[config.mk]
export PLATFORM = sky130hd
export DESIGN_NAME = readReorderTop
export DESIGN_NICKNAME = d
export VERILOG_FILES = /design/src/design/readReorderPkg.sv /design/src/design/creditCounter.sv /design/src/design/readReqFsm.sv /design/src/design/reorderScoreboard.sv /design/src/design/resultStage.sv /design/src/design/readReorderTop.sv
export SDC_FILE = /design/constraint.sdc
export NUM_CORES = 1
export LEC_CHECK = 0
export BUFFER_PORTS_ARGS = -buffer_cell sky130_fd_sc_hd__buf_2
export CAP_MARGIN = 20
export CORE_MARGIN = 3
export CORE_UTILIZATION = 45
export CTS_CLUSTER_SIZE = 25
export DETAILED_ROUTE_END_ITERATION = 6
export PLACE_DENSITY = 0.65
export SLEW_MARGIN = 20
export SYNTH_ARGS = -nofsm -noshare
export SYNTH_HDL_FRONTEND = slang
export SYNTH_HIERARCHICAL = 1
export SYNTH_SLANG_ARGS = --single-unit
[constraint.sdc]
create_clock -name clk -period 6.6 [get_ports clk]
set_clock_uncertainty 0.15 [all_clocks]
set_input_delay 0.33 -clock clk [delete_from_list [all_inputs] [get_ports clk]]
set_output_delay 0.33 -clock clk [all_outputs]
set_load 0.02 [all_outputs]
[src/design/readReorderPkg.sv]
// Read reorder unit shared definitions
// Widths, the tag type and the packed structs that carry commands,
// memory requests, memory responses and ordered results between blocks
package readReorderPkg;

    // Width of one read address
    localparam int ADDR_BITS = 32;

    // Width of the data returned by one read
    localparam int DATA_BITS = 64;

    // Width of the tag field on memory traffic
    // This caps the scoreboard depth at 64 slots
    localparam int MAX_TAG_BITS = 6;

    typedef logic [ADDR_BITS-1:0] t_addr;
    typedef logic [DATA_BITS-1:0] t_data;
    typedef logic [MAX_TAG_BITS-1:0] t_tag;

    // Default client meta, carried untouched from command to result
    typedef logic [7:0] t_meta;

    // Read command from a client
    typedef struct packed {
        t_addr addr;
        t_meta meta;
    } readCmd;

    // Request sent to memory, tagged with the reorder slot index
    typedef struct packed {
        t_addr addr;
        t_tag  tag;
    } memReq;

    // Response from memory, which may arrive in any order
    typedef struct packed {
        t_tag  tag;
        t_data data;
    } memRsp;

    // Ordered result handed to the consumer
    // Data comes from memory and meta from the original command
    typedef struct packed {
        t_data data;
        t_meta meta;
    } readResult;

endpackage

[src/design/creditCounter.sv]
// Credit counter
// Holds a pool of credits loaded at reset, spent one at a time on issue
// and refilled one at a time on credit return
`timescale 1ns/1ps

module creditCounter
#(
    parameter int InitCredits = 8
)
(
    input  logic clk,
    input  logic resetb,
    input  logic spend,
    input  logic refill,
    output logic hasCredit
);

    // One spare bit keeps the count wide enough even for a zero pool
    localparam int CountBits = $clog2(InitCredits + 1) + 1;

    logic [CountBits-1:0] count;
    logic [CountBits-1:0] countNext;

    // A spend and a refill in the same cycle cancel out
    always_comb
    begin
        countNext = count;
        if (spend && !refill)
            countNext = count - CountBits'(1);
        else if (refill && !spend)
            countNext = count + CountBits'(1);
    end

    // hasCredit is taken from the next count so that it is a flop output
    // and still tracks the count with no extra cycle of lag
    always_ff @(posedge clk)
    begin
        if (!resetb)
        begin
            count     <= CountBits'(InitCredits);
            hasCredit <= (InitCredits != 0);
        end
        else
        begin
            count     <= countNext;
            hasCredit <= (countNext != '0);
        end
    end

endmodule

[src/design/readReqFsm.sv]
// Read request state machine
// Accepts client read commands, allocates a reorder slot for each one and
// issues a memory request tagged with the slot index when both a free slot
// and a memory credit are present
`timescale 1ns/1ps

module readReqFsm
#(
    parameter int NumEntries = 16
)
(
    input  logic                   clk,
    input  logic                   resetb,

    input  logic                   cmdValid,
    input  readReorderPkg::readCmd cmd,
    output logic                   cmdReady,

    input  logic                   slotFree,
    input  readReorderPkg::t_tag   slotIdx,
    output logic                   alloc,
    output readReorderPkg::t_meta  allocMeta,

    input  logic                   credit,
    output logic                   spend,

    output logic                   memReqValid,
    output readReorderPkg::memReq  memReq
);

    import readReorderPkg::*;

    localparam int IdxBits = $clog2(NumEntries);

    typedef enum logic [1:0] {
        IDLE,
        ISSUE,
        STALL
    } t_state;

    t_state state;
    t_state stateNext;

    // Request captured at accept time, sent one cycle later
    readReorderPkg::memReq pendReq;

    logic haveRes;
    logic accept;

    // A command can only be taken with a free slot and a memory credit
    assign haveRes = slotFree && credit;

    assign cmdReady = (state == IDLE) && haveRes;
    assign accept   = cmdValid && cmdReady;

    // The slot is allocated in the accept cycle, so the meta goes straight in
    assign alloc     = accept;
    assign allocMeta = cmd.meta;

    // The credit is spent in the same cycle the request is registered
    assign spend = (state == ISSUE);

    always_comb
    begin
        stateNext = state;
        case (state)
            IDLE:
            begin
                if (accept)
                    stateNext = ISSUE;
                else if (!haveRes)
                    stateNext = STALL;
            end
            ISSUE:
            begin
                stateNext = IDLE;
            end
            STALL:
            begin
                // Wait here until a slot and a credit are both back
                if (haveRes)
                    stateNext = IDLE;
            end
            default:
            begin
                stateNext = STALL;
            end
        endcase
    end

    // Reset lands in STALL so cmdReady stays low for the first cycle
    always_ff @(posedge clk)
    begin
        if (!resetb)
        begin
            state       <= STALL;
            memReqValid <= 1'b0;
        end
        else
        begin
            state       <= stateNext;
            memReqValid <= (state == ISSUE);
        end
    end

    // The tag is the slot index folded to the scoreboard depth
    always_ff @(posedge clk)
    begin
        if (accept)
        begin
            pendReq.addr <= cmd.addr;
            pendReq.tag  <= t_tag'(slotIdx[IdxBits-1:0]);
        end
        if (state == ISSUE)
            memReq <= pendReq;
    end

endmodule

[src/design/reorderScoreboard.sv]
// Reorder scoreboard
// A FIFO whose payload may be filled out of order. Meta is stored when a
// slot is allocated, data is stored when the late memory response comes
// back, and entries leave oldest first once their data is present
`timescale 1ns/1ps

module reorderScoreboard
#(
    parameter int  NumEntries = 16,
    parameter type MetaType   = readReorderPkg::t_meta
)
(
    input  logic                  clk,
    input  logic                  resetb,

    // Slot allocation, which returns the index of the new slot
    input  logic                  alloc,
    input  MetaType               allocMeta,
    output logic                  notFull,
    output readReorderPkg::t_tag  allocIdx,

    // Data fill from memory, always accepted
    input  logic                  fillValid,
    input  readReorderPkg::memRsp fill,

    // Ordered output
    input  logic                  deq,
    output logic                  notEmpty,
    output readReorderPkg::t_data first,
    output MetaType               firstMeta
);

    import readReorderPkg::*;

    localparam int IdxBits = $clog2(NumEntries);

    typedef logic [IdxBits-1:0] t_idx;

    // Pointers carry one wrap bit above the index so that all NumEntries
    // slots can be in use at once
    typedef logic [IdxBits:0] t_ptr;

    t_ptr newest;
    t_ptr oldest;
    t_ptr oldestNext;

    t_idx newestIdx;
    t_idx oldestIdx;
    t_idx readIdx;
    t_idx fillIdx;

    // One bit per slot, set when its data has arrived
    logic [NumEntries-1:0] filled;
    logic [NumEntries-1:0] filledNext;

    t_data   dataMem [NumEntries];
    MetaType metaMem [NumEntries];

    // Memory responses are registered once before they touch the arrays
    logic  fillValidQ;
    memRsp fillQ;

    assign newestIdx = newest[IdxBits-1:0];
    assign oldestIdx = oldest[IdxBits-1:0];
    assign readIdx   = oldestNext[IdxBits-1:0];
    assign fillIdx   = fillQ.tag[IdxBits-1:0];

    // Full when the indexes match but the wrap bits differ
    assign notFull = !((newest[IdxBits] != oldest[IdxBits]) && (newestIdx == oldestIdx));

    assign allocIdx = t_tag'(newestIdx);

    // The oldest pointer moves one slot on each dequeue
    assign oldestNext = oldest + t_ptr'(deq);

    always_ff @(posedge clk)
    begin
        if (!resetb)
        begin
            newest     <= '0;
            oldest     <= '0;
            fillValidQ <= 1'b0;
        end
        else
        begin
            if (alloc)
                newest <= newest + t_ptr'(1);
            oldest     <= oldestNext;
            fillValidQ <= fillValid;
        end
    end

    always_ff @(posedge clk)
    begin
        fillQ <= fill;
    end

    // Data array, written by the registered response and read ahead at
    // the slot that will be oldest in the next cycle
    always_ff @(posedge clk)
    begin
        if (fillValidQ)
            dataMem[fillIdx] <= fillQ.data;
        first <= dataMem[readIdx];
    end

    // Meta array, written at allocation time
    always_ff @(posedge clk)
    begin
        if (alloc)
            metaMem[newestIdx] <= allocMeta;
        firstMeta <= metaMem[readIdx];
    end

    // A dequeue frees the oldest slot and a fill marks its own slot
    always_comb
    begin
        filledNext = filled;
        if (deq)
            filledNext[oldestIdx] = 1'b0;
        if (fillValidQ)
            filledNext[fillIdx] = 1'b1;
    end

    // notEmpty is looked up the same way as first, with no bypass around
    // the arrays, so it rises in the first cycle first holds the right data
    always_ff @(posedge clk)
    begin
        if (!resetb)
        begin
            filled   <= '0;
            notEmpty <= 1'b0;
        end
        else
        begin
            filled   <= filledNext;
            notEmpty <= filled[readIdx];
        end
    end

endmodule

[src/design/resultStage.sv]
// Result stage
// Takes the oldest completed scoreboard entry when a consumer credit is
// available and registers it as one result pulse
`timescale 1ns/1ps

module resultStage
(
    input  logic                      clk,
    input  logic                      resetb,

    input  logic                      notEmpty,
    input  readReorderPkg::t_data     first,
    input  readReorderPkg::t_meta     firstMeta,

    input  logic                      credit,

    output logic                      deq,
    output logic                      spend,

    output logic                      resultValid,
    output readReorderPkg::readResult result
);

    import readReorderPkg::*;

    readResult resultNext;

    // Dequeue and credit spend always happen as a pair
    assign deq   = notEmpty && credit;
    assign spend = deq;

    // Join the returned data with the meta stored at allocation
    assign resultNext.data = first;
    assign resultNext.meta = firstMeta;

    always_ff @(posedge clk)
    begin
        if (!resetb)
            resultValid <= 1'b0;
        else
            resultValid <= deq;
    end

    always_ff @(posedge clk)
    begin
        if (deq)
            result <= resultNext;
    end

endmodule

[src/design/readReorderTop.sv]
// Read reorder unit
// Issues tagged memory reads for client commands and returns the results
// in command order, using credit flow control toward memory and toward
// the consumer
`timescale 1ns/1ps

module readReorderTop
#(
    parameter int NumEntries = 16,
    parameter int MemCredits = 8,
    parameter int OutCredits = 4
)
(
    input  logic                      clk,
    input  logic                      resetb,

    // Command input
    input  logic                      cmdValid,
    input  readReorderPkg::readCmd    cmd,
    output logic                      cmdReady,

    // Memory request and response
    output logic                      memReqValid,
    output readReorderPkg::memReq     memReq,
    input  logic                      memRspValid,
    input  readReorderPkg::memRsp     memRsp,
    input  logic                      memCreditReturn,

    // Ordered results
    output logic                      resultValid,
    output readReorderPkg::readResult result,
    input  logic                      outCreditReturn
);

    import readReorderPkg::*;

    // Slot allocation between the FSM and the scoreboard
    logic  slotFree;
    t_tag  allocIdx;
    logic  alloc;
    t_meta allocMeta;

    // Credit counter links
    logic  memCredit;
    logic  memSpend;
    logic  outCredit;
    logic  outSpend;

    // Scoreboard output toward the result stage
    logic  sbNotEmpty;
    t_data sbFirst;
    t_meta sbFirstMeta;
    logic  deq;

    readReqFsm #(
        .NumEntries (NumEntries)
    ) reqFsm_i (
        .clk         (clk),
        .resetb      (resetb),
        .cmdValid    (cmdValid),
        .cmd         (cmd),
        .cmdReady    (cmdReady),
        .slotFree    (slotFree),
        .slotIdx     (allocIdx),
        .alloc       (alloc),
        .allocMeta   (allocMeta),
        .credit      (memCredit),
        .spend       (memSpend),
        .memReqValid (memReqValid),
        .memReq      (memReq)
    );

    // Credits toward memory, one per outstanding request
    creditCounter #(
        .InitCredits (MemCredits)
    ) memCredit_i (
        .clk       (clk),
        .resetb    (resetb),
        .spend     (memSpend),
        .refill    (memCreditReturn),
        .hasCredit (memCredit)
    );

    // Credits toward the consumer, one per result it can take
    creditCounter #(
        .InitCredits (OutCredits)
    ) outCredit_i (
        .clk       (clk),
        .resetb    (resetb),
        .spend     (outSpend),
        .refill    (outCreditReturn),
        .hasCredit (outCredit)
    );

    reorderScoreboard #(
        .NumEntries (NumEntries),
        .MetaType   (t_meta)
    ) scoreboard_i (
        .clk       (clk),
        .resetb    (resetb),
        .alloc     (alloc),
        .allocMeta (allocMeta),
        .notFull   (slotFree),
        .allocIdx  (allocIdx),
        .fillValid (memRspValid),
        .fill      (memRsp),
        .deq       (deq),
        .notEmpty  (sbNotEmpty),
        .first     (sbFirst),
        .firstMeta (sbFirstMeta)
    );

    resultStage resultStage_i (
        .clk         (clk),
        .resetb      (resetb),
        .notEmpty    (sbNotEmpty),
        .first       (sbFirst),
        .firstMeta   (sbFirstMeta),
        .credit      (outCredit),
        .deq         (deq),
        .spend       (outSpend),
        .resultValid (resultValid),
        .result      (result)
    );

endmodule

==> results.tsv, run 1 <==
stage	metric	value	unit
status	outcome	completed	
sta	fmax	0.251	GHz
finish	layout cell share with drive strength beyond 1	0.327	
worst_setup_path	Crit path arrival time	4.44	ns
sta	RSZ-0062 raised after global routing	false	
die	die width	349	µm
grt	first-pass GRT wire length	166000	µm
sta	final worst slack	2.62	ns
route	final wirelength	112000	µm
route	Routed Antenna Nets	0	
yosys	Syn. warnings	6	
pwr	Peak VDD IR	256	µV
worst_setup_path	FF-to-FF Start	scoreboard_i/notEmpty	
grt	vias in the first global route	25100	
worst_setup_path	critical path data required time	7.06	ns
clock_network	CTS max path bufs	3	
clock_network	total CTS buffers	151	
worst_setup_path	critical-path cell list	and2_4 > ha_4 > ha_4 > buf_12 > mux4_2 > mux4_2	
placement	pre-CTS setup slack	2.44	ns
pwr	Pwr Density	310	nW/µm²
worst_setup_path	Critical-path top delay cell	and2_4	
worst_setup_path	element type at the critical path start	flip-flop	
placement	input/output buffers	224	
sta	actual slew at the worst max-slew pin	1.05	ns
die	Initial Util	0.454	
die	die area	122000	µm²
finish	fin nets	2727	
finish	fillers	8622	
min_path	Hold Crit Class	primary input to flip-flop	
clock_network	Worst-path clk slew	0.06	ns
route	via count	23600	
die	io pins	229	
placement	DP HPWL	56800	µm
grt	antenna violations before repair	6	
finish	area grow syn2layout	17.2	%
finish	end-of-flow core utilization	0.533	
sta	max-slew violations	0	
grt	gr usage total	0.186	
die	num rows	125	
worst_setup_path	Crit Path Max Fanout	101	
clock_network	htree depth	4	
worst_setup_path	CP Class	flip-flop to flip-flop	
flow_run	Max-Cap Viols	0	
die	Die Y	349	µm
route	drt wl/cell	26.2	µm
grt	largest net degree at the start of global routing	102	
sta	Final Hold Viols	0	
clock_network	worst-skew pair later-pin latency	0.75	ns
sta	Setup TNS Final	0	ns
route	initial DRC count	1975	
die	core area	117000	µm²
worst_setup_path	Critical Path End Type	flip-flop	
worst_setup_path	Critical Path Max Stage Delay	0.75	ns
yosys	Post-Syn Area	52900	µm²
clock_network	CTS sink cnt	1479	
grt	grt ovf	0	
sta	post-route minimum period	3.98	ns
yosys	Avg Cell Area, Syn	24.4	µm²
min_path	min-delay src	memRsp[44]	
worst_setup_path	crit path from	scoreboard_i/notEmpty	
clock_network	Setup Buffers After CTS	0	
route	Detailed Routing Iterations Pass 1	5	
sta	relative max-transition margin	0.296	
route	Avg Vias per Cell	5.55	
placement	routability congestion estimate	0.742	
sta	Final Cycle Share	0.603	
pwr	total power	0.0193	W
pwr	leak pwr	19.9	nW
route	Post-route DRC	0	
yosys	Post-Synthesis Cells	2168	
clock_network	Root Buffer Master	clkbuf_16	
sta	Finish-stage setup viols	0	
clock_network	CTS tree	built	
[state kept, by name, indices dropped and copies added, names as in the netlist]
| register | flops |
|---|---|
| scoreboard_i/dataMem | 1024 |
| scoreboard_i/metaMem | 128 |
| resultStage_i/result | 72 |
| scoreboard_i/fillQ | 64 |
| scoreboard_i/first | 64 |
| reqFsm_i/memReq | 36 |
| reqFsm_i/pendReq | 36 |
| scoreboard_i/filled | 16 |
| scoreboard_i/firstMeta | 8 |
| memCredit_i/count | 5 |
| scoreboard_i/newest | 5 |
| scoreboard_i/oldest | 5 |
| outCredit_i/count | 4 |
| scoreboard_i/fillIdx | 4 |
| reqFsm_i/state | 2 |
| memCredit_i/hasCredit | 1 |
| outCredit_i/hasCredit | 1 |
| reqFsm_i/memReqValid | 1 |
| resultStage_i/resultValid | 1 |
| scoreboard_i/fillValidQ | 1 |
| scoreboard_i/notEmpty | 1 |
[routing by layer]
metal / GRT usage / wire, µm / up-vias
li1: - / - / 9981
met1: 0.254 / 46700 / 12600
met2: 0.309 / 55900 / 797
met3: 0.0323 / 6570 / 179
met4: 0.0552 / 2430 / 2
met5: 0 / 13 / -
[power breakdown]
part / internal, W / switching [W]
Sequential: 0.0104 / 0.000134
Clock: 0.00483 / 0.00349
Combinational: 0.000210 / 0.000235
[final cells by class]
| class | instances | area (µm²) | share of cell area |
|---|---|---|---|
| clock buffers | 213 | 4230 | 0.0682 |
| repair buffers | 384 | 2790 | 0.0449 |
| clock inverters | 69 | 689 | 0.0111 |
| flip-flops and latches | 1479 | 42600 | 0.686 |
| diodes | 3 | 7.51 | 0.000121 |
| well taps | 1524 | 1910 | 0.0307 |
| multi-input cells | 569 | 9820 | 0.158 |
| inverters | 13 | 48.8 | 0.000786 |
[critical path, delay by kind of cell (launching register included)]
family,cells,cell delay [ns]
fa+ha+maj,2,0.96
buf+inv,1,0.56
flops,1,0.34
mux,2,0.92
simple gates,1,0.75
[cells in the final DEF, fill, tap and decap left out, types with 5 or more instances in the layout]
master	instances
and2_1	26
buf_12	11
buf_2	224
buf_4	33
bufinv_16	8
clkbuf_1	42
clkbuf_16	153
clkbuf_8	18
clkinv_1	19
clkinv_2	21
clkinvlp_4	5
dfxtp_1	183
dlygate4sd3_1	114
edfxtp_1	1296
ha_1	10
inv_1	13
inv_6	8
mux4_2	364
nand2_1	14
nand2b_1	5
nand3_1	6
nand3b_1	5
nor2_1	5
nor2_4	12
nor2b_1	8
o21a_1	29
o21ai_0	6
xnor2_1	12
xor2_1	5
[final timing paths]
kind | end | cells past startpoint | slack (ns)
max | scoreboard_i/first[53] | 6 | 2.62
min | scoreboard_i/fillQ[44] | 2 | 0.06
min reg2reg | resultStage_i/result[65] | 0 | 0.25
max reg2reg | scoreboard_i/first[53] | 6 | 2.62
[repair_timing]
action / in CTS / in global routing
resized for setup: 0 / 0
hold endpoints to repair: 242 / 0
setup endpoints to repair: 0 / 0
hold buffers: 114 / 0
[stage by stage]
step / hold WS (ns) / instances / cell area, µm²
finish: 0.0624 / 4254 / 62100
global route: 0.0308 / 4251 / 62100
CTS: 0.0121 / 4249 / 62000
detailed placement: 0.239 / 3853 / 55900
global placement: 0.241 / 3853 / 55900
floorplan: 0.208 / 2169 / 52900
Note: power is estimated with default switching activity, not from simulation.
==> run 2: changes to the inputs <==
Settings changed: PLACE_DENSITY 0.65 to 0.68.
Clock period 6.6 ns to 3.2 ns, I/O delays scaled along.
==> run 2 against run 1 <==
Against the previous run:
- clock power up 110%
- register-to-register slack worse by 2.2 ns
- die area unchanged
- maximum frequency rose by 42%
- worst hold slack improved by 0.13 ns
- power up 110%
- core utilization up 1.4 points
- global-route usage up 0.18 points
- via count increased by 3.0%
- sequential share of layout area down 1.7 points
- critical path depth rose by 1
- flip-flop and latch count stayed put
- critical endpoint is now outCredit_i/hasCredit
- largest cell class unchanged
==> results.tsv, run 2 (synthesis results as in run 1) <==
stage	metric	value	unit	change
placement	Placed Cells	3885		+0.83%
placement	DP HPWL	59200	µm	+4.3%
grt	gr usage total	0.188		+0.00182
sta	post-route minimum period	2.80	ns	-1.18 ns
clock_network	post-CTS sizing	0		unchanged
worst_setup_path	element type at the critical path start	flip-flop		
route	Routed Antenna Nets	0		unchanged
clock_network	worst-skew pair later-pin latency	0.77	ns	+0.02 ns
sta	Setup TNS Final	0	ns	unchanged
worst_setup_path	Stages on worst setup path	7		+1
worst_setup_path	worst r2r path cells	7		+1
placement	input/output buffers	224		unchanged
sta	fmax	0.357	GHz	+42%
finish	most common cell after layout, fill and taps aside	edfxtp_1		
worst_setup_path	CP Class	flip-flop to flip-flop		
worst_setup_path	Critical-path top delay cell	buf_4		
worst_setup_path	Critical Path End Type	flip-flop		
pwr	total power	0.0398	W	+110%
sta	actual slew at the worst max-slew pin	0.874	ns	-0.180 ns
worst_setup_path	critical path data required time	3.68	ns	-3.38 ns
clock_network	Root Buffer Master	clkbuf_16		
sta	final worst slack	0.398	ns	-2.22 ns
route	initial DRC count	2221		+12%
min_path	WHS Path Cells	2		unchanged
finish	fin nets	2857		+4.8%
pwr	Pwr Density	626	nW/µm²	+100%
route	Met1 Wirelength	46700	µm	+0.18%
sta	RSZ-0062 raised after global routing	false		
clock_network	htree depth	4		unchanged
clock_network	Worst-path clk slew	0.06	ns	about the same
finish	Top Registers	scoreboard_i/dataMem x1024, scoreboard_i/metaMem x128, resultStage_i/result x72		
worst_setup_path	Crit Path Max Fanout	45		-55%
finish	most frequent cells in the layout	edfxtp_1 (1296), mux4_2 (364), buf_2 (224), dlygate4sd3_1 (216), dfxtp_1 (183)		
die	die area	122000	µm²	unchanged
finish	area grow syn2layout	20.3	%	
sta	Final Hold Viols	0		unchanged
min_path	Hold Crit Class	primary input to flip-flop		
finish	Layout Cells excl Fill	4385		+3.1%
grt	largest net degree at the start of global routing	81		-21%
worst_setup_path	Crit path buffers/inverters	2		+1
worst_setup_path	critical-path cell list	and2_4 > buf_4 > and4b_1 > a22oi_2 > xor2_1 > nand4_1 > dlygate4sd3_1		
route	Detailed Routing Iterations Pass 1	5		unchanged
die	Initial Util	0.454		unchanged
clock_network	CTS tree	built		
sta	Final Cycle Share	0.876		+0.272
die	num rows	125		unchanged
placement	pre-CTS setup slack	0.471	ns	-1.97 ns
route	via count	24300		+3.0%
route	Avg Vias per Cell	5.54		about the same
finish	Largest Register	scoreboard_i/dataMem		
grt	vias in the first global route	25500		+1.4%
flow_run	Max-Cap Viols	0		unchanged
sta	max-slew violations	0		unchanged
route	met3 WL post-DR	6950	µm	+5.8%
pwr	leak pwr	20.5	nW	+3.3%
finish	max reg flops	1024		unchanged
die	Die Y	349	µm	unchanged
route	final wirelength	113000	µm	+1.1%
status	outcome	completed		
die	io pins	229		unchanged
route	Post-route DRC	0		unchanged
die	die width	349	µm	unchanged
clock_network	CTS sink cnt	1479		unchanged
route	top routing layer in use	met5		
clock_network	CTS max path bufs	3		unchanged
placement	routability congestion estimate	0.748		+0.77%
grt	antenna violations before repair	10		+4
sta	worst hold slack	0.192	ns	+0.130 ns
clock_network	Setup Buffers After CTS	0		unchanged
finish	layout cell share with drive strength beyond 1	0.325		-0.00145
pwr	Peak VDD IR	534	µV	+110%
clock_network	hold buffer count at cts	216		+89%
grt	first-pass GRT wire length	168000	µm	+1.5%
worst_setup_path	Crit path max-delay family	buffers and inverters		
grt	grt ovf	0		unchanged
sta	relative max-transition margin	0.416		+0.120
worst_setup_path	Crit path arrival time	3.28	ns	-1.16 ns
die	core area	117000	µm²	unchanged
sta	Finish-stage setup viols	0		unchanged
route	met2 WL	56900	µm	+1.8%
route	drt wl/cell	25.7	µm	-1.9%
worst_setup_path	Critical Path Max Stage Delay	0.61	ns	-0.14 ns
clock_network	total CTS buffers	149		-1.3%
[run 2: cell count changes in the layout (fill, tap and decap cells not counted), sizes merged]
cell and change:
buf +30, clkinv +13, diode +2, dlygate4sd3 +102, clkbuf -24, inv -3, clkinvlp +8, bufinv +3
[run 2: metrics by stage]
step | instance area (µm²) | utilization
detailed placement | 56500 | 0.485
finish | 63700 | 0.547
CTS | 63700 | 0.546
floorplan | 53000 | -
global placement | 56500 | 0.485
global route | 63700 | 0.546
[run 2: path summary, 6_finish.rpt]
kind | from | slack [ns] | end
worst max register to register | outCredit_i/hasCredit | 0.40 | outCredit_i/hasCredit
worst min-delay path | cmd[2] | 0.19 | scoreboard_i/metaMem[8][2]
worst min register to register | scoreboard_i/first[31] | 0.24 | resultStage_i/result[39]
worst max-delay path | outCredit_i/hasCredit | 0.40 | outCredit_i/hasCredit
[run 2: power breakdown]
group          internal, W  switching, W
sequential          0.0214      0.000280
clock              0.00987       0.00727
combinational     0.000529      0.000506
[run 2: layer usage]
metal / GRT usage / vias up
met4: 0.0502 / 2
met3: 0.0355 / 168
met1: 0.257 / 13000
li1: - / 10300
met2: 0.313 / 862
met5: 0 / -
[run 2: final cells by class]
class | count | area (µm²)
Clock buffer | 189 | 3990
Tap cell | 1524 | 1910
Multi-Input combinational cell | 569 | 9840
Inverter | 13 | 48.8
Timing Repair Buffer | 516 | 4330
Fill cell | 8458 | 52800
Antenna cell | 5 | 12.5
Sequential cell | 1479 | 42600
Clock inverter | 90 | 967
